File: src/vlsu_geom_pkg.sv
/*
  Beat geometry shared by the store deshuffle path. DLEN is fixed at 64 bits.
  MAX_ELEMS covers four exits at 8-bit elements; wider builds need a larger value.
*/
`default_nettype none

package vlsu_geom_pkg;

  // Lane chunk geometry
  localparam int unsigned DLEN        = 64;
  localparam int unsigned NB_PER_LANE = DLEN / 4;
  localparam int unsigned MAX_ELEMS   = 32;

  typedef logic [3:0]             nibble_t;
  typedef logic [DLEN-1:0]        lane_data_t;
  typedef logic [NB_PER_LANE-1:0] lane_strb_t;

  // --------------------------------------------------
  // Sequential nibble index to shuffled nibble index
  // --------------------------------------------------
  // sew is log2 of the element size in bytes
  function automatic int unsigned shf_idx(input int unsigned nr_exits,
                                          input int unsigned seq_idx,
                                          input logic [1:0]  sew);
    int unsigned e;
    int unsigned elem;
    int unsigned k;
    int unsigned lane;
    int unsigned off;
    // Nibbles per element: 2, 4, 8 or 16
    e    = 2 << sew;
    elem = seq_idx / e;
    k    = seq_idx % e;
    // Elements dealt round robin over the exits
    lane = elem % nr_exits;
    off  = (elem / nr_exits) * e + k;
    return lane * NB_PER_LANE + off;
  endfunction

endpackage

`default_nettype wire

File: src/vlsu_req_pkg.sv
/*
  Request metadata types. Commit counts hold beats minus one,
  so one request spans at most 16 beats.
*/
`default_nettype none

package vlsu_req_pkg;

  // Element width, encoded as log2 of bytes
  typedef enum logic [1:0] {
    SEW8  = 2'd0,
    SEW16 = 2'd1,
    SEW32 = 2'd2,
    SEW64 = 2'd3
  } sew_e;

  typedef logic [3:0] req_id_t;

  // Remaining beats minus one
  typedef logic [3:0] cmt_cnt_t;

  // Beat position within a request
  typedef logic [3:0] beat_idx_t;

endpackage

`default_nettype wire

File: src/mask_unit.sv
/*
  Holds one mask beat and scatters it into lane order.
  Element bits beyond MAX_ELEMS read as disabled.
*/
`timescale 1ns/1ps
`default_nettype none

module mask_unit #(
  parameter int unsigned NR_EXITS = 4
) (
  input  wire logic                                     clk_i,
  input  wire logic                                     rst_ni,
  input  wire logic                                     msk_valid_i,
  input  wire vlsu_req_pkg::sew_e                       msk_sew_i,
  input  wire logic [vlsu_geom_pkg::MAX_ELEMS-1:0]      msk_elem_i,
  output logic                                          msk_ready_o,
  output logic [NR_EXITS-1:0]                           lane_msk_valid_o,
  output vlsu_geom_pkg::lane_strb_t [NR_EXITS-1:0]      lane_msk_bits_o,
  input  wire logic                                     msk_take_i
);

  localparam int unsigned NB    = vlsu_geom_pkg::NB_PER_LANE;
  localparam int unsigned NR_NB = NR_EXITS * NB;

  // Held mask beat
  logic                                  msk_valid_q;
  vlsu_req_pkg::sew_e                    msk_sew_q;
  logic [vlsu_geom_pkg::MAX_ELEMS-1:0]   msk_elem_q;

  // Lane masks for each element width
  vlsu_geom_pkg::lane_strb_t [3:0][NR_EXITS-1:0] cand;

  assign msk_ready_o      = !msk_valid_q;
  assign lane_msk_valid_o = {NR_EXITS{msk_valid_q}};

  // --------------------------------------------------
  // Expand and scatter
  // --------------------------------------------------
  always_comb begin
    int unsigned idx;
    int unsigned elem;
    cand = '0;
    for (int s = 0; s < 4; s++) begin
      for (int n = 0; n < NR_NB; n++) begin
        // Every nibble of an element copies its bit
        elem = n / (2 << s);
        idx  = vlsu_geom_pkg::shf_idx(NR_EXITS, n, s[1:0]);
        if (elem < vlsu_geom_pkg::MAX_ELEMS) begin
          cand[s][idx / NB][idx % NB] = msk_elem_q[elem];
        end
      end
    end
  end

  assign lane_msk_bits_o = cand[msk_sew_q];

  // Valid level until taken
  always_ff @(posedge clk_i or negedge rst_ni) begin
    if (!rst_ni) begin
      msk_valid_q <= 1'b0;
    end else if (msk_valid_i && msk_ready_o) begin
      msk_valid_q <= 1'b1;
    end else if (msk_take_i) begin
      msk_valid_q <= 1'b0;
    end
  end

  // Mask payload
  always_ff @(posedge clk_i) begin
    if (msk_valid_i && msk_ready_o) begin
      msk_sew_q  <= msk_sew_i;
      msk_elem_q <= msk_elem_i;
    end
  end

endmodule

`default_nettype wire

File: src/mdeshuffle_unit.sv
/*
  Gathers one chunk per lane exit and emits a deshuffled, masked beat.
  SHF_INFO_DEPTH must be 2 or more. All exits must agree on the beat order.
*/
`timescale 1ns/1ps
`default_nettype none

module mdeshuffle_unit #(
  parameter int unsigned NR_EXITS       = 4,
  parameter int unsigned SHF_INFO_DEPTH = 4
) (
  input  wire logic                                             clk_i,
  input  wire logic                                             rst_ni,
  input  wire logic [NR_EXITS-1:0]                              lane_valid_i,
  input  wire vlsu_geom_pkg::lane_data_t [NR_EXITS-1:0]         lane_data_i,
  output logic [NR_EXITS-1:0]                                   lane_ready_o,
  input  wire logic                                             meta_valid_i,
  input  wire vlsu_req_pkg::req_id_t                            meta_req_id_i,
  input  wire vlsu_req_pkg::sew_e                               meta_sew_i,
  input  wire logic                                             meta_vm_i,
  input  wire vlsu_req_pkg::cmt_cnt_t                           meta_cmt_cnt_i,
  output logic                                                  meta_ready_o,
  input  wire logic [NR_EXITS-1:0]                              lane_msk_valid_i,
  input  wire vlsu_geom_pkg::lane_strb_t [NR_EXITS-1:0]         lane_msk_bits_i,
  output logic                                                  msk_take_o,
  output logic                                                  seq_valid_o,
  output logic [NR_EXITS*vlsu_geom_pkg::DLEN-1:0]               seq_data_o,
  output logic [NR_EXITS*vlsu_geom_pkg::NB_PER_LANE-1:0]        seq_en_o,
  output vlsu_req_pkg::req_id_t                                 seq_req_id_o,
  output logic                                                  seq_last_o,
  input  wire logic                                             seq_ready_i
);

  localparam int unsigned NB    = vlsu_geom_pkg::NB_PER_LANE;
  localparam int unsigned NR_NB = NR_EXITS * NB;
  localparam int unsigned PTR_W = $clog2(SHF_INFO_DEPTH);

  // Lane chunk slots
  logic [NR_EXITS-1:0]                      slot_valid;
  vlsu_geom_pkg::lane_data_t [NR_EXITS-1:0] slot_data;

  // Metadata queue, one field per array
  vlsu_req_pkg::req_id_t  q_req_id [SHF_INFO_DEPTH];
  vlsu_req_pkg::sew_e     q_sew    [SHF_INFO_DEPTH];
  logic                   q_vm     [SHF_INFO_DEPTH];
  vlsu_req_pkg::cmt_cnt_t q_cnt    [SHF_INFO_DEPTH];

  // Pointer MSB is the wrap flag
  logic [PTR_W:0] enq_ptr;
  logic [PTR_W:0] deq_ptr;
  logic           q_empty;
  logic           q_full;
  logic           q_enq;
  logic           q_deq;

  // Head entry
  vlsu_req_pkg::sew_e     head_sew;
  logic                   head_vm;
  vlsu_req_pkg::cmt_cnt_t head_cnt;

  logic commit;

  // Deshuffle candidates for each element width
  vlsu_geom_pkg::nibble_t [3:0][NR_NB-1:0] cand_data;
  logic [3:0][NR_NB-1:0]                   cand_en;

  // Advance one pointer, toggling the flag on wrap
  function automatic logic [PTR_W:0] ptr_step(input logic [PTR_W:0] p);
    if (p[PTR_W-1:0] == PTR_W'(SHF_INFO_DEPTH - 1)) begin
      return {~p[PTR_W], {PTR_W{1'b0}}};
    end
    return p + 1'b1;
  endfunction

  // --------------------------------------------------
  // Queue status and head
  // --------------------------------------------------
  assign q_empty = (enq_ptr == deq_ptr);
  assign q_full  = (enq_ptr[PTR_W-1:0] == deq_ptr[PTR_W-1:0]) &&
                   (enq_ptr[PTR_W] != deq_ptr[PTR_W]);

  assign head_sew = q_sew[deq_ptr[PTR_W-1:0]];
  assign head_vm  = q_vm[deq_ptr[PTR_W-1:0]];
  assign head_cnt = q_cnt[deq_ptr[PTR_W-1:0]];

  assign meta_ready_o = !q_full;
  assign q_enq        = meta_valid_i && meta_ready_o;

  // Slot accepts while empty
  assign lane_ready_o = ~slot_valid;

  // --------------------------------------------------
  // Commit condition
  // --------------------------------------------------
  // Unmasked requests ignore the mask path
  assign seq_valid_o = (&slot_valid) && !q_empty && (head_vm || (&lane_msk_valid_i));
  assign commit      = seq_valid_o && seq_ready_i;
  assign q_deq       = commit && (head_cnt == '0);
  assign msk_take_o  = commit && !head_vm;

  assign seq_req_id_o = q_req_id[deq_ptr[PTR_W-1:0]];
  assign seq_last_o   = (head_cnt == '0);

  // Width is a constant inside the loop so every index unrolls
  always_comb begin
    int unsigned idx;
    for (int s = 0; s < 4; s++) begin
      for (int n = 0; n < NR_NB; n++) begin
        idx             = vlsu_geom_pkg::shf_idx(NR_EXITS, n, s[1:0]);
        cand_data[s][n] = slot_data[idx / NB][(idx % NB)*4 +: 4];
        cand_en[s][n]   = lane_msk_bits_i[idx / NB][idx % NB];
      end
    end
  end

  // Head width picks the candidate
  assign seq_data_o = cand_data[head_sew];
  assign seq_en_o   = head_vm ? '1 : cand_en[head_sew];

  // --------------------------------------------------
  // Slots
  // --------------------------------------------------
  always_ff @(posedge clk_i or negedge rst_ni) begin
    if (!rst_ni) begin
      slot_valid <= '0;
    end else if (commit) begin
      slot_valid <= '0;
    end else begin
      slot_valid <= slot_valid | (lane_valid_i & lane_ready_o);
    end
  end

  // Chunk payload
  always_ff @(posedge clk_i) begin
    for (int l = 0; l < NR_EXITS; l++) begin
      if (lane_valid_i[l] && lane_ready_o[l]) begin
        slot_data[l] <= lane_data_i[l];
      end
    end
  end

  // --------------------------------------------------
  // Queue pointers and entries
  // --------------------------------------------------
  always_ff @(posedge clk_i or negedge rst_ni) begin
    if (!rst_ni) begin
      enq_ptr <= '0;
      deq_ptr <= '0;
    end else begin
      if (q_enq) begin
        enq_ptr <= ptr_step(enq_ptr);
      end
      if (q_deq) begin
        deq_ptr <= ptr_step(deq_ptr);
      end
    end
  end

  // Enqueue and head never share an entry unless the queue is empty
  always_ff @(posedge clk_i) begin
    if (q_enq) begin
      q_req_id[enq_ptr[PTR_W-1:0]] <= meta_req_id_i;
      q_sew[enq_ptr[PTR_W-1:0]]    <= meta_sew_i;
      q_vm[enq_ptr[PTR_W-1:0]]     <= meta_vm_i;
      q_cnt[enq_ptr[PTR_W-1:0]]    <= meta_cmt_cnt_i;
    end
    // Head stays for another beat
    if (commit && !q_deq) begin
      q_cnt[deq_ptr[PTR_W-1:0]] <= head_cnt - 1'b1;
    end
  end

endmodule

`default_nettype wire

File: src/seq_store_unit.sv
/*
  Single output register between the deshuffle unit and memory.
  A byte is written only when both of its nibbles are enabled.
*/
`timescale 1ns/1ps
`default_nettype none

module seq_store_unit #(
  parameter int unsigned NR_EXITS = 4
) (
  input  wire logic                                          clk_i,
  input  wire logic                                          rst_ni,
  input  wire logic                                          seq_valid_i,
  input  wire logic [NR_EXITS*vlsu_geom_pkg::DLEN-1:0]       seq_data_i,
  input  wire logic [NR_EXITS*vlsu_geom_pkg::NB_PER_LANE-1:0] seq_en_i,
  input  wire vlsu_req_pkg::req_id_t                         seq_req_id_i,
  input  wire logic                                          seq_last_i,
  output logic                                               seq_ready_o,
  output logic                                               mem_valid_o,
  output logic [NR_EXITS*vlsu_geom_pkg::DLEN-1:0]            mem_data_o,
  output logic [NR_EXITS*vlsu_geom_pkg::DLEN/8-1:0]          mem_strb_o,
  output vlsu_req_pkg::req_id_t                              mem_req_id_o,
  output vlsu_req_pkg::beat_idx_t                            mem_beat_o,
  output logic                                               mem_last_o,
  input  wire logic                                          mem_ready_i
);

  localparam int unsigned NR_BYTES = NR_EXITS * vlsu_geom_pkg::DLEN / 8;

  logic                    load;
  logic [NR_BYTES-1:0]     byte_en;
  vlsu_req_pkg::beat_idx_t beat_cnt;

  // Free slot or slot draining this cycle
  assign seq_ready_o = !mem_valid_o || mem_ready_i;
  assign load        = seq_valid_i && seq_ready_o;

  // Nibble pair to byte strobe
  always_comb begin
    for (int b = 0; b < NR_BYTES; b++) begin
      byte_en[b] = seq_en_i[2*b] & seq_en_i[2*b+1];
    end
  end

  // --------------------------------------------------
  // Control state
  // --------------------------------------------------
  always_ff @(posedge clk_i or negedge rst_ni) begin
    if (!rst_ni) begin
      mem_valid_o <= 1'b0;
      beat_cnt    <= '0;
    end else if (load) begin
      mem_valid_o <= 1'b1;
      // Count restarts after the last beat
      beat_cnt    <= seq_last_i ? '0 : beat_cnt + 1'b1;
    end else if (mem_ready_i) begin
      mem_valid_o <= 1'b0;
    end
  end

  // Beat payload, held under back-pressure
  always_ff @(posedge clk_i) begin
    if (load) begin
      mem_data_o   <= seq_data_i;
      mem_strb_o   <= byte_en;
      mem_req_id_o <= seq_req_id_i;
      mem_beat_o   <= beat_cnt;
      mem_last_o   <= seq_last_i;
    end
  end

endmodule

`default_nettype wire

File: src/vlsu_store_top.sv
/*
  Store deshuffle path: mask unit and lane exits feed the deshuffle unit,
  whose beats leave through the store unit's output register.
*/
`timescale 1ns/1ps
`default_nettype none

module vlsu_store_top #(
  parameter int unsigned NR_EXITS       = 4,
  parameter int unsigned SHF_INFO_DEPTH = 4
) (
  input  wire logic                                     clk_i,
  input  wire logic                                     rst_ni,
  // Lane exits
  input  wire logic [NR_EXITS-1:0]                      lane_valid_i,
  input  wire vlsu_geom_pkg::lane_data_t [NR_EXITS-1:0] lane_data_i,
  output logic [NR_EXITS-1:0]                           lane_ready_o,
  // Request metadata
  input  wire logic                                     meta_valid_i,
  input  wire vlsu_req_pkg::req_id_t                    meta_req_id_i,
  input  wire vlsu_req_pkg::sew_e                       meta_sew_i,
  input  wire logic                                     meta_vm_i,
  input  wire vlsu_req_pkg::cmt_cnt_t                   meta_cmt_cnt_i,
  output logic                                          meta_ready_o,
  // Mask source
  input  wire logic                                     msk_valid_i,
  input  wire vlsu_req_pkg::sew_e                       msk_sew_i,
  input  wire logic [vlsu_geom_pkg::MAX_ELEMS-1:0]      msk_elem_i,
  output logic                                          msk_ready_o,
  // Memory write port
  output logic                                          mem_valid_o,
  output logic [NR_EXITS*vlsu_geom_pkg::DLEN-1:0]       mem_data_o,
  output logic [NR_EXITS*vlsu_geom_pkg::DLEN/8-1:0]     mem_strb_o,
  output vlsu_req_pkg::req_id_t                         mem_req_id_o,
  output vlsu_req_pkg::beat_idx_t                       mem_beat_o,
  output logic                                          mem_last_o,
  input  wire logic                                     mem_ready_i
);

  // Mask unit to deshuffle unit
  logic [NR_EXITS-1:0]                      lane_msk_valid;
  vlsu_geom_pkg::lane_strb_t [NR_EXITS-1:0] lane_msk_bits;
  logic                                     msk_take;

  // Deshuffle unit to store unit
  logic                                               seq_valid;
  logic [NR_EXITS*vlsu_geom_pkg::DLEN-1:0]            seq_data;
  logic [NR_EXITS*vlsu_geom_pkg::NB_PER_LANE-1:0]     seq_en;
  vlsu_req_pkg::req_id_t                              seq_req_id;
  logic                                               seq_last;
  logic                                               seq_ready;

  mask_unit #(
    .NR_EXITS(NR_EXITS)
  ) u_mask (
    .clk_i            (clk_i),
    .rst_ni           (rst_ni),
    .msk_valid_i      (msk_valid_i),
    .msk_sew_i        (msk_sew_i),
    .msk_elem_i       (msk_elem_i),
    .msk_ready_o      (msk_ready_o),
    .lane_msk_valid_o (lane_msk_valid),
    .lane_msk_bits_o  (lane_msk_bits),
    .msk_take_i       (msk_take)
  );

  mdeshuffle_unit #(
    .NR_EXITS       (NR_EXITS),
    .SHF_INFO_DEPTH (SHF_INFO_DEPTH)
  ) u_deshuffle (
    .clk_i            (clk_i),
    .rst_ni           (rst_ni),
    .lane_valid_i     (lane_valid_i),
    .lane_data_i      (lane_data_i),
    .lane_ready_o     (lane_ready_o),
    .meta_valid_i     (meta_valid_i),
    .meta_req_id_i    (meta_req_id_i),
    .meta_sew_i       (meta_sew_i),
    .meta_vm_i        (meta_vm_i),
    .meta_cmt_cnt_i   (meta_cmt_cnt_i),
    .meta_ready_o     (meta_ready_o),
    .lane_msk_valid_i (lane_msk_valid),
    .lane_msk_bits_i  (lane_msk_bits),
    .msk_take_o       (msk_take),
    .seq_valid_o      (seq_valid),
    .seq_data_o       (seq_data),
    .seq_en_o         (seq_en),
    .seq_req_id_o     (seq_req_id),
    .seq_last_o       (seq_last),
    .seq_ready_i      (seq_ready)
  );

  seq_store_unit #(
    .NR_EXITS(NR_EXITS)
  ) u_store (
    .clk_i        (clk_i),
    .rst_ni       (rst_ni),
    .seq_valid_i  (seq_valid),
    .seq_data_i   (seq_data),
    .seq_en_i     (seq_en),
    .seq_req_id_i (seq_req_id),
    .seq_last_i   (seq_last),
    .seq_ready_o  (seq_ready),
    .mem_valid_o  (mem_valid_o),
    .mem_data_o   (mem_data_o),
    .mem_strb_o   (mem_strb_o),
    .mem_req_id_o (mem_req_id_o),
    .mem_beat_o   (mem_beat_o),
    .mem_last_o   (mem_last_o),
    .mem_ready_i  (mem_ready_i)
  );

endmodule

`default_nettype wire

File: config.mk
export PLATFORM = sky130hd
export DESIGN_NAME = vlsu_store_top
export DESIGN_NICKNAME = d
export VERILOG_FILES = /design/src/vlsu_geom_pkg.sv /design/src/vlsu_req_pkg.sv /design/src/mask_unit.sv /design/src/mdeshuffle_unit.sv /design/src/seq_store_unit.sv /design/src/vlsu_store_top.sv
export SDC_FILE = /design/constraint.sdc
export NUM_CORES = 1
export LEC_CHECK = 0
export BUFFER_PORTS_ARGS = -buffer_cell sky130_fd_sc_hd__buf_2
export CORE_AREA = 2 2 238 240
export DETAILED_ROUTE_END_ITERATION = 10
export DIE_AREA = 0 0 240 242
export GPL_TIMING_DRIVEN = 0
export PLACE_DENSITY = 0.75
export SLEW_MARGIN = 15
export SYNTH_ARGS = -nofsm -noshare
export SYNTH_HDL_FRONTEND = slang
export SYNTH_SLANG_ARGS = --single-unit
File: constraint.sdc
create_clock -name clk_i -period 9.3 [get_ports clk_i]
set_input_delay 0.93 -clock clk_i [delete_from_list [all_inputs] [get_ports clk_i]]
set_output_delay 0.93 -clock clk_i [all_outputs]
set_load 0.02 [all_outputs]
==> impl_results.md <==
* Fin. max-slew vios at 0
* WL per Instance at 29.7 um
* Kind of critical path: reg2reg
* Post-Place Setup Slack at 5230 ps
* Worst ir drop on vdd at 0.000311 V
* Total power draw at 13.2 mW
* I/O Pins at 614
* Ys flop type: edfxtp_1
* CTS Sinks at between 600 and 700
* Slew HR at 14.6%
* Reg2Reg Launch Point: u_deshuffle.deq_ptr[1]
* Synthesis Warnings at 0
* CTS tree: built
* IO buf count at roughly 610
* Total CTS buffers at 68
* Leakage power at about 12 nW
* Post-synth top cells: edfxtp_1 (631), nand2_1 (248), nor2_1 (163)
* Initial Util at a little under half
* Async set-reset flop share out of synthesis at under 10%
* Slowest stage cell, crit path: buf_8
* Most common cell in the synthesized netlist: edfxtp_1
* Fin crit period at between 3000 and 4000 ps
* Row count at 87
* Fill count at 4229
* Via count at 18478
* Clock root cell: clkbuf_16
* H-tree levels at 3
* Syn Area/Cell at around 16 um2
* Sequential share of the synthesized area at 73.2%
* TNS Setup at 0 ps
* Worst setup margin at 5500 ps
* Tightest hold margin at between 200 and 300 ps
* Worst setup path start: u_deshuffle.deq_ptr[1]
* Final Hold Viols at 0
* Share of layout cells above drive strength 1 at 40.0%
* Vias in the first global route at 18328
* Crit Path Max Fanout at 109
* Cells after Synth at 1611
* Reg2reg end: u_store.mem_data_o[254]
* Status: finished, final reports clean
* Maximum clock insertion buffer count at 3
* Chip width at between 200 and 250 um
* Yosys reg bits at 647
* Max-capacitance violation count at 0
* Mapped Area at 26400 um2
* Post-route clock period utilization at 40.8%
* Cell taking the most area after synthesis: edfxtp_1
* Total GRT Usage at between 30% and 40%
* Routability Congestion at 0.945
* Share of the synthesized area in the top cell type at a little under three quarters
* Synth unique cells at 48
* Initial antenna violation count at 21
* Synth area leaders: edfxtp_1 (72%), mux4_2 (9.4%), nand2_1 (3.5%), nor2_1 (2.3%), a31oi_1 (1.6%)
* Synth Net Count at 1931
* Post-detailed-route via-to-cell ratio at 5.91
* Layout area overhead at 24.9%
* Worst Tran Pin Value at 1280 ps
* CP Capture Type: register
* First-pass GRT wire length at roughly 130000 um
* Clock Skew at 21.0 ps
* Post-synth EDFFs at approximately 630
* ANT nets after route at 0
* CP peak stage delay at 500 ps
* Worst setup path endpoint: u_store.mem_data_o[254]
* Drt total wl at around 93000 um
* Final number of setup-violating endpoints at 0
* Reg2Reg Depth at 8
* DP HPWL at 66500 um
* Number of remaining DRC errors at 0
* DR iter-0 viols at 2341
* Clock slew seen by the registers of the worst setup and hold paths at about 60 ps
* Unrepaired setup endpoints after global routing: false
* Hold buffer count at cts at 0
* Total Nets Final at 2630
* FF-to-FF setup slack at 5500 ps
* GRT overflow at 0
* Die area at about 58000 um2
* Worst-skew pair later-pin latency at 600 ps
* DRT Pass-1 Iters at 6
* Crit path launch type: register
* Post-CTS Setup Bufs at 0
* # resized after CTS at 0
* Area of the core at 55700 um2
* Power density over the cells at ~400 nW/um2
* Largest net degree at the start of global routing at 110
* Achievable Freq at 264 MHz
* Die Y at 242 um
* Worst Hold Class: in2async
* WP data required at 9520 ps
* Finished Core Util at 59.2%
* Crit-path cells: buf_4 -> xnor2_1 -> a311oi_1 -> buf_4 -> and2_1 -> buf_8 -> buf_16 -> buf_16
* Crit path DAT at 4020 ps
==> cells by family after synthesis <==
| family | Yosys count | synth area share [%] |
|---|---|---|
| AOI/OAI and AO/OA | 181 | 4.30 |
| buffers and inverters | 117 | 2.11 |
| muxes | 177 | 12.1 |
| adders and majority gates | 10 | 0.474 |
| DFF | 647 | 73.2 |
| and+or+nand+nor | 470 | 7.45 |
| xor gates and xnor gates | 9 | 0.327 |
==> routing by layer <==
| layer | share of wire (%) | vias up | GRT usage (%) |
|---|---|---|---|
| met5 | 0.11 | - | 0 |
| met4 | 4.9 | 18 | 14.5 |
| met3 | 12 | 323 | 9.28 |
| met2 | 48 | 1514 | 50.9 |
| met1 | 35 | 9027 | 39.5 |
| li1 | - | 7596 | - |
==> state kept, by name (all words and copies together), names as in the netlist, 8 cells and up <==
name and flops:
u_deshuffle.q_sew 8, u_store.mem_strb_o 32, u_deshuffle.cand_data 256, u_mask.msk_elem_q 32, u_deshuffle.q_req_id 16, u_store.mem_data_o 256
u_deshuffle.q_cnt 16
==> worst max-delay path: cells and delay by family (launching register included) <==
| kind | cells | cell delay (ps) |
|---|---|---|
| DFF | 1 | 420 |
| and+or+nand+nor | 1 | 180 |
| buffers and inverters | 5 | 1850 |
| xor gates and xnor gates | 1 | 200 |
| AOI/OAI and AO/OA | 1 | 440 |
==> cells in the final DEF, fill, tap and decap left out, types with 8 or more instances in the layout <==
cell type / netlist / routed
o311ai_0: 9 / 9
clkbuf_1: 29 / 49
mux2_2: 34 / 34
diode_2: 0 / 12
nand3_1: 8 / 8
buf_2: 49 / 661
nor2_1: 163 / 163
nand2_1: 248 / 248
nor2b_1: 14 / 9
edfxtp_1: 631 / 631
clkbuf_16: 0 / 69
inv_1: 20 / 20
mux2i_1: 31 / 31
ha_1: 10 / 10
a21oi_1: 40 / 40
buf_12: 0 / 9
nand2b_1: 11 / 11
a31oi_1: 66 / 66
mux4_2: 110 / 110
buf_1: 9 / 9
o22ai_1: 16 / 16
dfrtp_1: 16 / 16
clkinv_1: 0 / 8
o21ai_0: 14 / 14
o211ai_1: 16 / 16
==> metrics by stage <==
| step | instance area (um2) | std cells |
|---|---|---|
| final | 33000 | 3127 |
| after global routing | 33000 | 3124 |
| after CTS | 33000 | 3115 |
| after detailed placement | 30900 | 2996 |
| after global placement | 30400 | 2980 |
| after floorplan | 26400 | 1611 |
==> final cells by class <==
cell class | instances | area, um2 | share of cell area, %
Clock inverter | 28 | 287 | 0.868
Inverter | 21 | 91.3 | 0.277
Buffer | 96 | 478 | 1.45
Sequential cell | 647 | 19300 | 58.6
Antenna cell | 12 | 30.0 | 0.0910
Multi-Input combinational cell | 847 | 6550 | 19.9
Tap cell | 756 | 946 | 2.87
Clock buffer | 91 | 1820 | 5.51
Timing Repair Buffer | 629 | 3440 | 10.4
==> worst min path at each step <==
stage	start	to	slack, ps	cells past startpoint
after floorplan	u_deshuffle.cand_data[0]	u_store.mem_data_o[0]	400	0
after global placement	u_deshuffle.cand_data[4]	u_store.mem_data_o[4]	400	0
after detailed placement	u_deshuffle.cand_data[0]	u_store.mem_data_o[0]	410	0
after CTS	rst_ni	u_deshuffle.enq_ptr[0]	220	1
after global routing	rst_ni	u_deshuffle.slot_valid[3]	250	1
final	rst_ni	u_deshuffle.enq_ptr[1]	250	1
==> where the power goes <==
group | internal (mW) | switching (mW)
Combinational | 1.70 | 3.94
Clock | 1.50 | 1.13
Sequential | 4.58 | 0.385
Note: power is estimated with default switching activity, not from simulation.
